### config.mk
export PLATFORM = sky130hd
export DESIGN_NAME = int2fp_cast
export DESIGN_NICKNAME = d
export VERILOG_FILES = /design/src/rtl/fp_pkg.sv /design/src/rtl/cast_pipe_pkg.sv /design/src/rtl/cast_pipe_stage.sv /design/src/rtl/int_normalizer.sv /design/src/rtl/fp_rounder.sv /design/src/rtl/int2fp_cast.sv
export VERILOG_INCLUDE_DIRS = /design/src /design/src/include
export SDC_FILE = /design/constraint.sdc
export NUM_CORES = 1
export LEC_CHECK = 0
export BUFFER_PORTS_ARGS = -buffer_cell sky130_fd_sc_hd__buf_2
export CAP_MARGIN = 20
export CORE_AREA = 2 2 158 160
export CTS_BUF_LIST = sky130_fd_sc_hd__clkbuf_2 sky130_fd_sc_hd__clkbuf_4 sky130_fd_sc_hd__clkbuf_8
export CTS_CLUSTER_SIZE = 30
export DETAILED_ROUTE_END_ITERATION = 10
export DIE_AREA = 0 0 160 162
export GPL_ROUTABILITY_DRIVEN = 1
export SYNTH_ARGS = -nofsm -noshare
export SYNTH_HDL_FRONTEND = slang
export SYNTH_HIERARCHICAL = 1
export SYNTH_SLANG_ARGS = --single-unit
### constraint.sdc
create_clock -name clk_i -period 4.7 [get_ports clk_i]
set_clock_uncertainty 0.05 [all_clocks]
set_input_delay 0.47 -clock clk_i [delete_from_list [all_inputs] [get_ports clk_i]]
set_output_delay 0.47 -clock clk_i [all_outputs]
set_load 0.02 [all_outputs]
### src/include/cast_defines.svh
// --------------------
// Integer-to-float cast widths
// Operand, binary32 field widths, bias and tag width
// --------------------
`ifndef CAST_DEFINES_SVH
`define CAST_DEFINES_SVH

// Integer operand, signed or unsigned
`define CAST_INT_WIDTH 32

// binary32 layout
`define CAST_EXP_BITS 8   // Biased exponent field
`define CAST_MAN_BITS 23  // Stored mantissa, hidden bit excluded
`define CAST_BIAS     127

// Pass-through tag
`define CAST_TAG_BITS 8

`endif

### src/rtl/fp_pkg.sv
// --------------------
// Floating-point format types
// RISC-V rounding modes and the binary32 word
// --------------------
`include "cast_defines.svh"

package fp_pkg;

  // --------------------
  // Rounding modes
  // --------------------
  // Encoding follows the RISC-V frm field
  // Codes 5..7 are treated as RNE by the rounder
  typedef enum logic [2:0] {
    RNE = 3'd0,  // Nearest, ties to even
    RTZ = 3'd1,  // Toward zero
    RDN = 3'd2,  // Toward -inf
    RUP = 3'd3,  // Toward +inf
    RMM = 3'd4   // Nearest, ties away from zero
  } roundmode_e;

  // --------------------
  // binary32 word
  // --------------------
  // Field order matches the IEEE 754 bit layout, MSB first
  typedef struct packed {
    logic                      sign;
    logic [`CAST_EXP_BITS-1:0] exponent;  // Biased
    logic [`CAST_MAN_BITS-1:0] mantissa;  // Fraction, hidden bit implied
  } fp32_t;

endpackage

### src/rtl/cast_pipe_pkg.sv
// --------------------
// Pipeline payload structs for the cast unit
// Request, normalized operand and response
// --------------------
`include "cast_defines.svh"

package cast_pipe_pkg;
  import fp_pkg::*;

  typedef logic [`CAST_TAG_BITS-1:0] tag_t;

  // Input stage payload, straight from the ports
  typedef struct packed {
    logic [`CAST_INT_WIDTH-1:0] operand;
    logic                       op_mod;    // 1 = unsigned operand
    roundmode_e                 rnd_mode;
    tag_t                       tag;
  } cast_req_t;

  // Middle stage payload
  // Mantissa is left-aligned, MSB holds the leading one
  typedef struct packed {
    logic                       sign;
    logic                       zero;      // Integer was zero
    logic [`CAST_EXP_BITS-1:0]  exponent;  // Already biased
    logic [`CAST_INT_WIDTH-1:0] mantissa;
    roundmode_e                 rnd_mode;
    tag_t                       tag;
  } norm_t;

  // Output stage payload
  typedef struct packed {
    fp32_t result;
    logic  inexact;  // NX, the only flag an I2F cast to binary32 can raise
    tag_t  tag;
  } cast_rsp_t;

endpackage

### src/rtl/cast_pipe_stage.sv
// --------------------
// Valid/ready register stage with flush
// One payload register, payload type is a parameter
// --------------------
module cast_pipe_stage #(
  parameter type payload_t = logic
) (
  input  logic     clk_i,
  input  logic     rst_n_i,
  input  logic     flush_i,
  // Upstream side
  input  logic     valid_i,
  output logic     ready_o,
  input  payload_t data_i,
  // Downstream side
  output logic     valid_o,
  input  logic     ready_i,
  output payload_t data_o
);

  logic     valid_q;
  payload_t data_q;
  logic     load;

  // Take a new item if the slot drains this cycle or is a bubble
  assign ready_o = ready_i | ~valid_q;
  assign load    = valid_i & ready_o;  // Accepted transfer

  // Valid flop, flush wins over any load
  always_ff @(posedge clk_i or negedge rst_n_i) begin
    if (!rst_n_i) begin
      valid_q <= 1'b0;
    end else if (flush_i) begin
      valid_q <= 1'b0;
    end else if (ready_o) begin
      valid_q <= valid_i;  // Bubble in when upstream has nothing
    end
  end

  // Payload only moves on an accepted item
  always_ff @(posedge clk_i) begin
    if (load) begin
      data_q <= data_i;
    end
  end

  assign valid_o = valid_q;
  assign data_o  = data_q;

endmodule

### src/rtl/int_normalizer.sv
// --------------------
// Integer normalizer
// Sign/magnitude split, leading-zero count, left-align
// Produces the biased binary32 exponent
// --------------------
`include "cast_defines.svh"

module int_normalizer
  import cast_pipe_pkg::*;
(
  input  cast_req_t req_i,
  output norm_t     norm_o
);

  localparam int unsigned INT_W = `CAST_INT_WIDTH;
  localparam int unsigned EXP_W = `CAST_EXP_BITS;
  localparam int unsigned LZ_W  = $clog2(INT_W);

  // Exponent of a value whose leading one sits in the operand MSB
  localparam logic [EXP_W-1:0] EXP_TOP = EXP_W'(`CAST_BIAS + INT_W - 1);

  logic             sign;
  logic [INT_W-1:0] magnitude;
  logic [LZ_W-1:0]  lz_cnt;
  logic             mag_zero;

  // --------------------
  // Sign and magnitude
  // --------------------
  assign sign      = req_i.operand[INT_W-1] & ~req_i.op_mod;  // Unsigned is never negative
  assign magnitude = sign ? -req_i.operand : req_i.operand;   // 0x80000000 maps to itself
  assign mag_zero  = (magnitude == '0);

  // --------------------
  // Leading-zero count
  // --------------------
  // Scan upward, the highest set bit is written last and wins
  always_comb begin
    lz_cnt = '0;  // Don't care for a zero magnitude
    for (int i = 0; i < INT_W; i++) begin
      if (magnitude[i]) begin
        lz_cnt = LZ_W'(INT_W - 1 - i);
      end
    end
  end

  // --------------------
  // Output assembly
  // --------------------
  always_comb begin
    norm_o.sign     = sign;
    norm_o.zero     = mag_zero;
    norm_o.mantissa = magnitude << lz_cnt;  // Leading one lands in the MSB
    // Every shift position moves the binary point down by one
    norm_o.exponent = EXP_TOP - EXP_W'(lz_cnt);
    norm_o.rnd_mode = req_i.rnd_mode;       // Pass-through
    norm_o.tag      = req_i.tag;
  end

endmodule

### src/rtl/fp_rounder.sv
// --------------------
// binary32 rounder
// Mantissa/round/sticky split, rounding per RISC-V mode
// Result word and inexact flag
// --------------------
`include "cast_defines.svh"

module fp_rounder
  import fp_pkg::*;
  import cast_pipe_pkg::*;
(
  input  norm_t     norm_i,
  output cast_rsp_t rsp_o
);

  localparam int unsigned INT_W = `CAST_INT_WIDTH;
  localparam int unsigned EXP_W = `CAST_EXP_BITS;
  localparam int unsigned MAN_W = `CAST_MAN_BITS;
  // First bit below the kept mantissa
  localparam int unsigned RND_POS = INT_W - 2 - MAN_W;

  logic [MAN_W-1:0]       man_pre;     // Truncated mantissa
  logic                   round_bit;
  logic                   sticky_bit;
  logic                   round_up;
  logic [EXP_W+MAN_W-1:0] abs_pre;     // {exponent, mantissa} before rounding
  logic [EXP_W+MAN_W-1:0] abs_rnd;
  fp32_t                  result;

  // --------------------
  // Field extraction
  // --------------------
  assign man_pre    = norm_i.mantissa[INT_W-2 -: MAN_W];  // Hidden one dropped
  assign round_bit  = norm_i.mantissa[RND_POS];
  assign sticky_bit = |norm_i.mantissa[RND_POS-1:0];

  // --------------------
  // Rounding decision
  // --------------------
  always_comb begin
    unique case (norm_i.rnd_mode)
      RTZ:     round_up = 1'b0;                                         // Truncate
      RDN:     round_up = norm_i.sign & (round_bit | sticky_bit);       // Grow negatives
      RUP:     round_up = ~norm_i.sign & (round_bit | sticky_bit);      // Grow positives
      RMM:     round_up = round_bit;                                    // Ties away
      default: round_up = round_bit & (sticky_bit | man_pre[0]);        // RNE, ties to even
    endcase
  end

  // Single adder, a mantissa carry rolls into the exponent
  assign abs_pre = {norm_i.exponent, man_pre};
  assign abs_rnd = abs_pre + (EXP_W + MAN_W)'(round_up);

  // --------------------
  // Result assembly
  // --------------------
  always_comb begin
    if (norm_i.zero) begin
      result        = '0;  // Integer zero is +0.0, exact
      rsp_o.inexact = 1'b0;
    end else begin
      result.sign     = norm_i.sign;
      result.exponent = abs_rnd[MAN_W +: EXP_W];
      result.mantissa = abs_rnd[MAN_W-1:0];
      rsp_o.inexact   = round_bit | sticky_bit;  // Any dropped bit
    end
    rsp_o.result = result;
    rsp_o.tag    = norm_i.tag;
  end

endmodule

### src/rtl/int2fp_cast.sv
// --------------------
// Pipelined int32 to binary32 converter, top level
// Input, middle and output register stages
// Normalizer and rounder between them
// --------------------
`include "cast_defines.svh"

module int2fp_cast
  import fp_pkg::*;
  import cast_pipe_pkg::*;
(
  input  logic                       clk_i,
  input  logic                       rst_n_i,
  // Request
  input  logic [`CAST_INT_WIDTH-1:0] operand_i,
  input  logic                       op_mod_i,     // 1 = unsigned
  input  roundmode_e                 rnd_mode_i,
  input  logic [`CAST_TAG_BITS-1:0]  tag_i,
  input  logic                       in_valid_i,
  output logic                       in_ready_o,
  input  logic                       flush_i,
  // Response
  output fp32_t                      result_o,
  output logic                       inexact_o,
  output logic [`CAST_TAG_BITS-1:0]  tag_o,
  output logic                       out_valid_o,
  input  logic                       out_ready_i,
  output logic                       busy_o       // Anything in flight
);

  cast_req_t req_d, req_q;
  norm_t     norm_d, norm_q;
  cast_rsp_t rsp_d, rsp_q;
  logic      in_valid_q, mid_valid_q, out_valid_q;
  logic      mid_ready, out_ready;  // Ready back from the next stage

  // Gather ports into the request payload
  assign req_d = '{operand: operand_i, op_mod: op_mod_i, rnd_mode: rnd_mode_i, tag: tag_i};

  // --------------------
  // Stage 1, request
  // --------------------
  cast_pipe_stage #(.payload_t(cast_req_t)) u_in_stage (
    .clk_i, .rst_n_i, .flush_i,
    .valid_i (in_valid_i),  .ready_o (in_ready_o), .data_i (req_d),
    .valid_o (in_valid_q),  .ready_i (mid_ready),  .data_o (req_q)
  );

  int_normalizer u_normalizer (.req_i(req_q), .norm_o(norm_d));

  // --------------------
  // Stage 2, normalized
  // --------------------
  cast_pipe_stage #(.payload_t(norm_t)) u_mid_stage (
    .clk_i, .rst_n_i, .flush_i,
    .valid_i (in_valid_q),  .ready_o (mid_ready),  .data_i (norm_d),
    .valid_o (mid_valid_q), .ready_i (out_ready),  .data_o (norm_q)
  );

  fp_rounder u_rounder (.norm_i(norm_q), .rsp_o(rsp_d));

  // --------------------
  // Stage 3, response
  // --------------------
  cast_pipe_stage #(.payload_t(cast_rsp_t)) u_out_stage (
    .clk_i, .rst_n_i, .flush_i,
    .valid_i (mid_valid_q), .ready_o (out_ready),   .data_i (rsp_d),
    .valid_o (out_valid_q), .ready_i (out_ready_i), .data_o (rsp_q)
  );

  // Unpack response onto the ports
  assign result_o    = rsp_q.result;
  assign inexact_o   = rsp_q.inexact;
  assign tag_o       = rsp_q.tag;
  assign out_valid_o = out_valid_q;
  assign busy_o      = in_valid_q | mid_valid_q | out_valid_q;

endmodule

==> flow_summary.json <==
{
  "outcome": "finished, final reports clean",
  "p_sw_share_pct": 34.07,
  "drtAntennaViolNets": 0,
  "grt_start_max_net_pins": 53,
  "cts_root_buf": "clkbuf_8",
  "antennaDiodeCount": 0,
  "grt_overflow": 0,
  "n_fill_cell": 2339,
  "synth_nets": 1001,
  "path_clk_slew_ps": 100,
  "setup_viol": 0,
  "drtIter0Drc": 511,
  "nets": 1110,
  "postPlaceCellArea_sq_um": 10540,
  "grt_usage_pct": 20.48,
  "path_cells": "inv_1 -> ha_1 -> or3b_2 -> nor3_4 -> buf_12 -> buf_4 -> a31oi_1 -> xnor2_2 -> nand4_2 -> a311oi_4 -> or2_1 -> buf_4 -> nor2_4 -> o211ai_1 -> and3_1 -> a22o_1 -> a211oi_2",
  "finalHoldViolations": 0,
  "dp_hpwl_microns": 20070,
  "pwr-share-comb_pct": 27.6,
  "crit_type": "reg -> reg",
  "max_freq_mhz": 223.4,
  "p_leak_nw": 4.061,
  "grt_pass1_wl_microns": 41690,
  "coreArea_sq_um": 24110,
  "vias_per_cell": 5.682,
  "grt_pass1_vias": 7446,
  "power_density_nw_per_um2": 312.3,
  "rsz0062_at_grt": "yes",
  "final.setup.tns_ps": 0,
  "numClockSinks": 140,
  "slew_violations": 0,
  "dieArea_sq_um": 25920,
  "cp.required_ps": 4830,
  "cts_tree": "done",
  "synthCells": 947,
  "final_util_pct": 45.66,
  "crit_slowest_cell": "or3b_2",
  "die_h_microns": 162,
  "power.internal_mw": 2.266,
  "cpMostUsedCell": "buf_4",
  "fin_crit_ps": 4476,
  "syn_to_final_growth_pct": 15.72,
  "synth_area_sq_um": 9512,
  "cts_buffers": 17,
  "gp_congestion": 0.9997,
  "max_stage_delay_ps": 550,
  "cp-end-kind": "flip-flop",
  "finalCritPeriodShare_pct": 95.24,
  "htree_levels": 4,
  "ys_warn_count": 6,
  "avgSynthCellArea_sq_um": 10.04,
  "slew_headroom_pct": 54.37,
  "drc": 0,
  "first_pass_iters": 5,
  "start_kind": "flip-flop",
  "portBuffers": 92,
  "rows": 57,
  "ioPinCount": 93,
  "path_buf_inv": 4,
  "worst_slack_ps": 223.6,
  "dp_slack_ps": 66.00,
  "worst_slew_pin_slew_ps": 684.5,
  "p_seq_share_pct": 44.5,
  "worstPathArrival_ps": 4610,
  "p_clk_share_pct": 27.9,
  "clk_latency_ps": 460,
  "hold_class": "in -> reg",
  "die_w_microns": 160,
  "post-route-cell-area_sq_um": 11010,
  "wirelength_microns": 26220,
  "via_count": 7915,
  "clockBufferDepth": 2,
  "start_util_pct": 39.46,
  "crit_fanout": 9,
  "netSwitchingPower_mw": 1.171,
  "critPathTopFamily": "simple AND/OR/NAND/NOR gates",
  "drive_gt1_share_pct": 25.72,
  "drv_cap": 0,
  "antenna_found_initial": 0,
  "ir_drop_mv": 0.1696,
  "wl_per_cell_microns": 18.82
}
[layout make-up]
type	count	area [sq um]	share of cell area, %
multi-input cells	682	4751	43.16
flip-flops and latches	140	4189	38.06
repair buffers	177	1146	10.41
well taps	324	405.4	3.683
clock buffers	17	234.0	2.126
inverters	38	145.1	1.319
clock inverters	15	136.4	1.239
[final timing paths]
| kind | cells past startpoint | endpoint | start | slack [ps] |
|---|---|---|---|---|
| min reg2reg | 0 | u_out_stage/data_o[2] | u_mid_stage/data_o[2] | 370 |
| min | 1 | u_in_stage/data_o[22] | operand_i[10] | 120 |
| max in group asynchronous | 2 | u_mid_stage/valid_o | rst_n_i | 4220 |
| max | 17 | u_mid_stage/data_o[39] | u_in_stage/data_o[12] | 220 |
| min in group asynchronous | 2 | u_in_stage/valid_o | rst_n_i | 260 |
| max reg2reg | 17 | u_mid_stage/data_o[39] | u_in_stage/data_o[12] | 220 |
[routing by layer]
metal  up-vias  track usage, %  part of all wire, %
li1       3847               -                    -
met1      3758           26.19                   44
met2       256           33.90                   48
met3        54           3.243                  4.1
met4         0           10.32                  4.2
met5         -               0                    0
[worst reg2reg max path, cell delays in order, from the launching register on]
cell,delay [ps]
edfxtp_1,400
inv_1,90
ha_1,210
or3b_2,550
nor3_4,180
buf_12,150
buf_4,120
a31oi_1,160
xnor2_2,280
nand4_2,280
a311oi_4,410
or2_1,300
buf_4,250
nor2_4,70
o211ai_1,80
and3_1,350
a22o_1,230
a211oi_2,50
[power groups by stage]
stage               sequential (mW)  combinational (mW)  clock (mW)
finish                         1.53               0.947       0.960
global route                   1.54                1.03        1.04
CTS                            1.53               0.923       0.995
detailed placement             1.56               0.921           0
global placement               1.56               0.918           0
floorplan                      1.56               0.602           0
[cells in the final DEF (no fill, tap or decap), types with 10 or more instances in the layout]
master,instances
a211oi_1,16
a21oi_1,36
a31oi_1,17
buf_2,92
buf_4,81
clkbuf_8,17
edfxtp_1,137
inv_1,37
mux2i_1,43
nand2_1,65
nand3_1,23
nand4_1,16
nor2_1,66
nor3_1,29
nor4_1,18
o211ai_1,20
o21ai_0,50
o221ai_1,15
o22ai_1,10
o31ai_1,11
or3_1,10
or4_1,18
xnor2_1,29
xor2_1,15
[stage by stage]
step | total power [mW] | instances | hold slack [ps]
3_3_place_gp | 2.479 | 1357 | 219.5
2_1_floorplan | 2.158 | 947 | 124.4
5_1_grt | 3.612 | 1393 | 91.03
6_report | 3.438 | 1393 | 121.2
3_5_place_dp | 2.481 | 1358 | 219.9
4_1_cts | 3.450 | 1391 | 92.88
[repair_timing]
| action | in CTS | in global routing |
|---|---|---|
| hold endpoints to repair | 3 | 0 |
| setup buffers | 0 | 2 |
| setup endpoints to repair | 0 | 24 |
| resized for setup | 0 | 15 |
| hold buffers | 1 | 0 |
[state kept, by name (all words and copies together), names as in the netlist]
name,cells
u_in_stage/data_o,44
u_in_stage/valid_o,1
u_out_stage/valid_o,1
u_mid_stage/data_o,52
u_mid_stage/valid_o,1
u_out_stage/data_o,41
(Power assumes the default switching activity.)
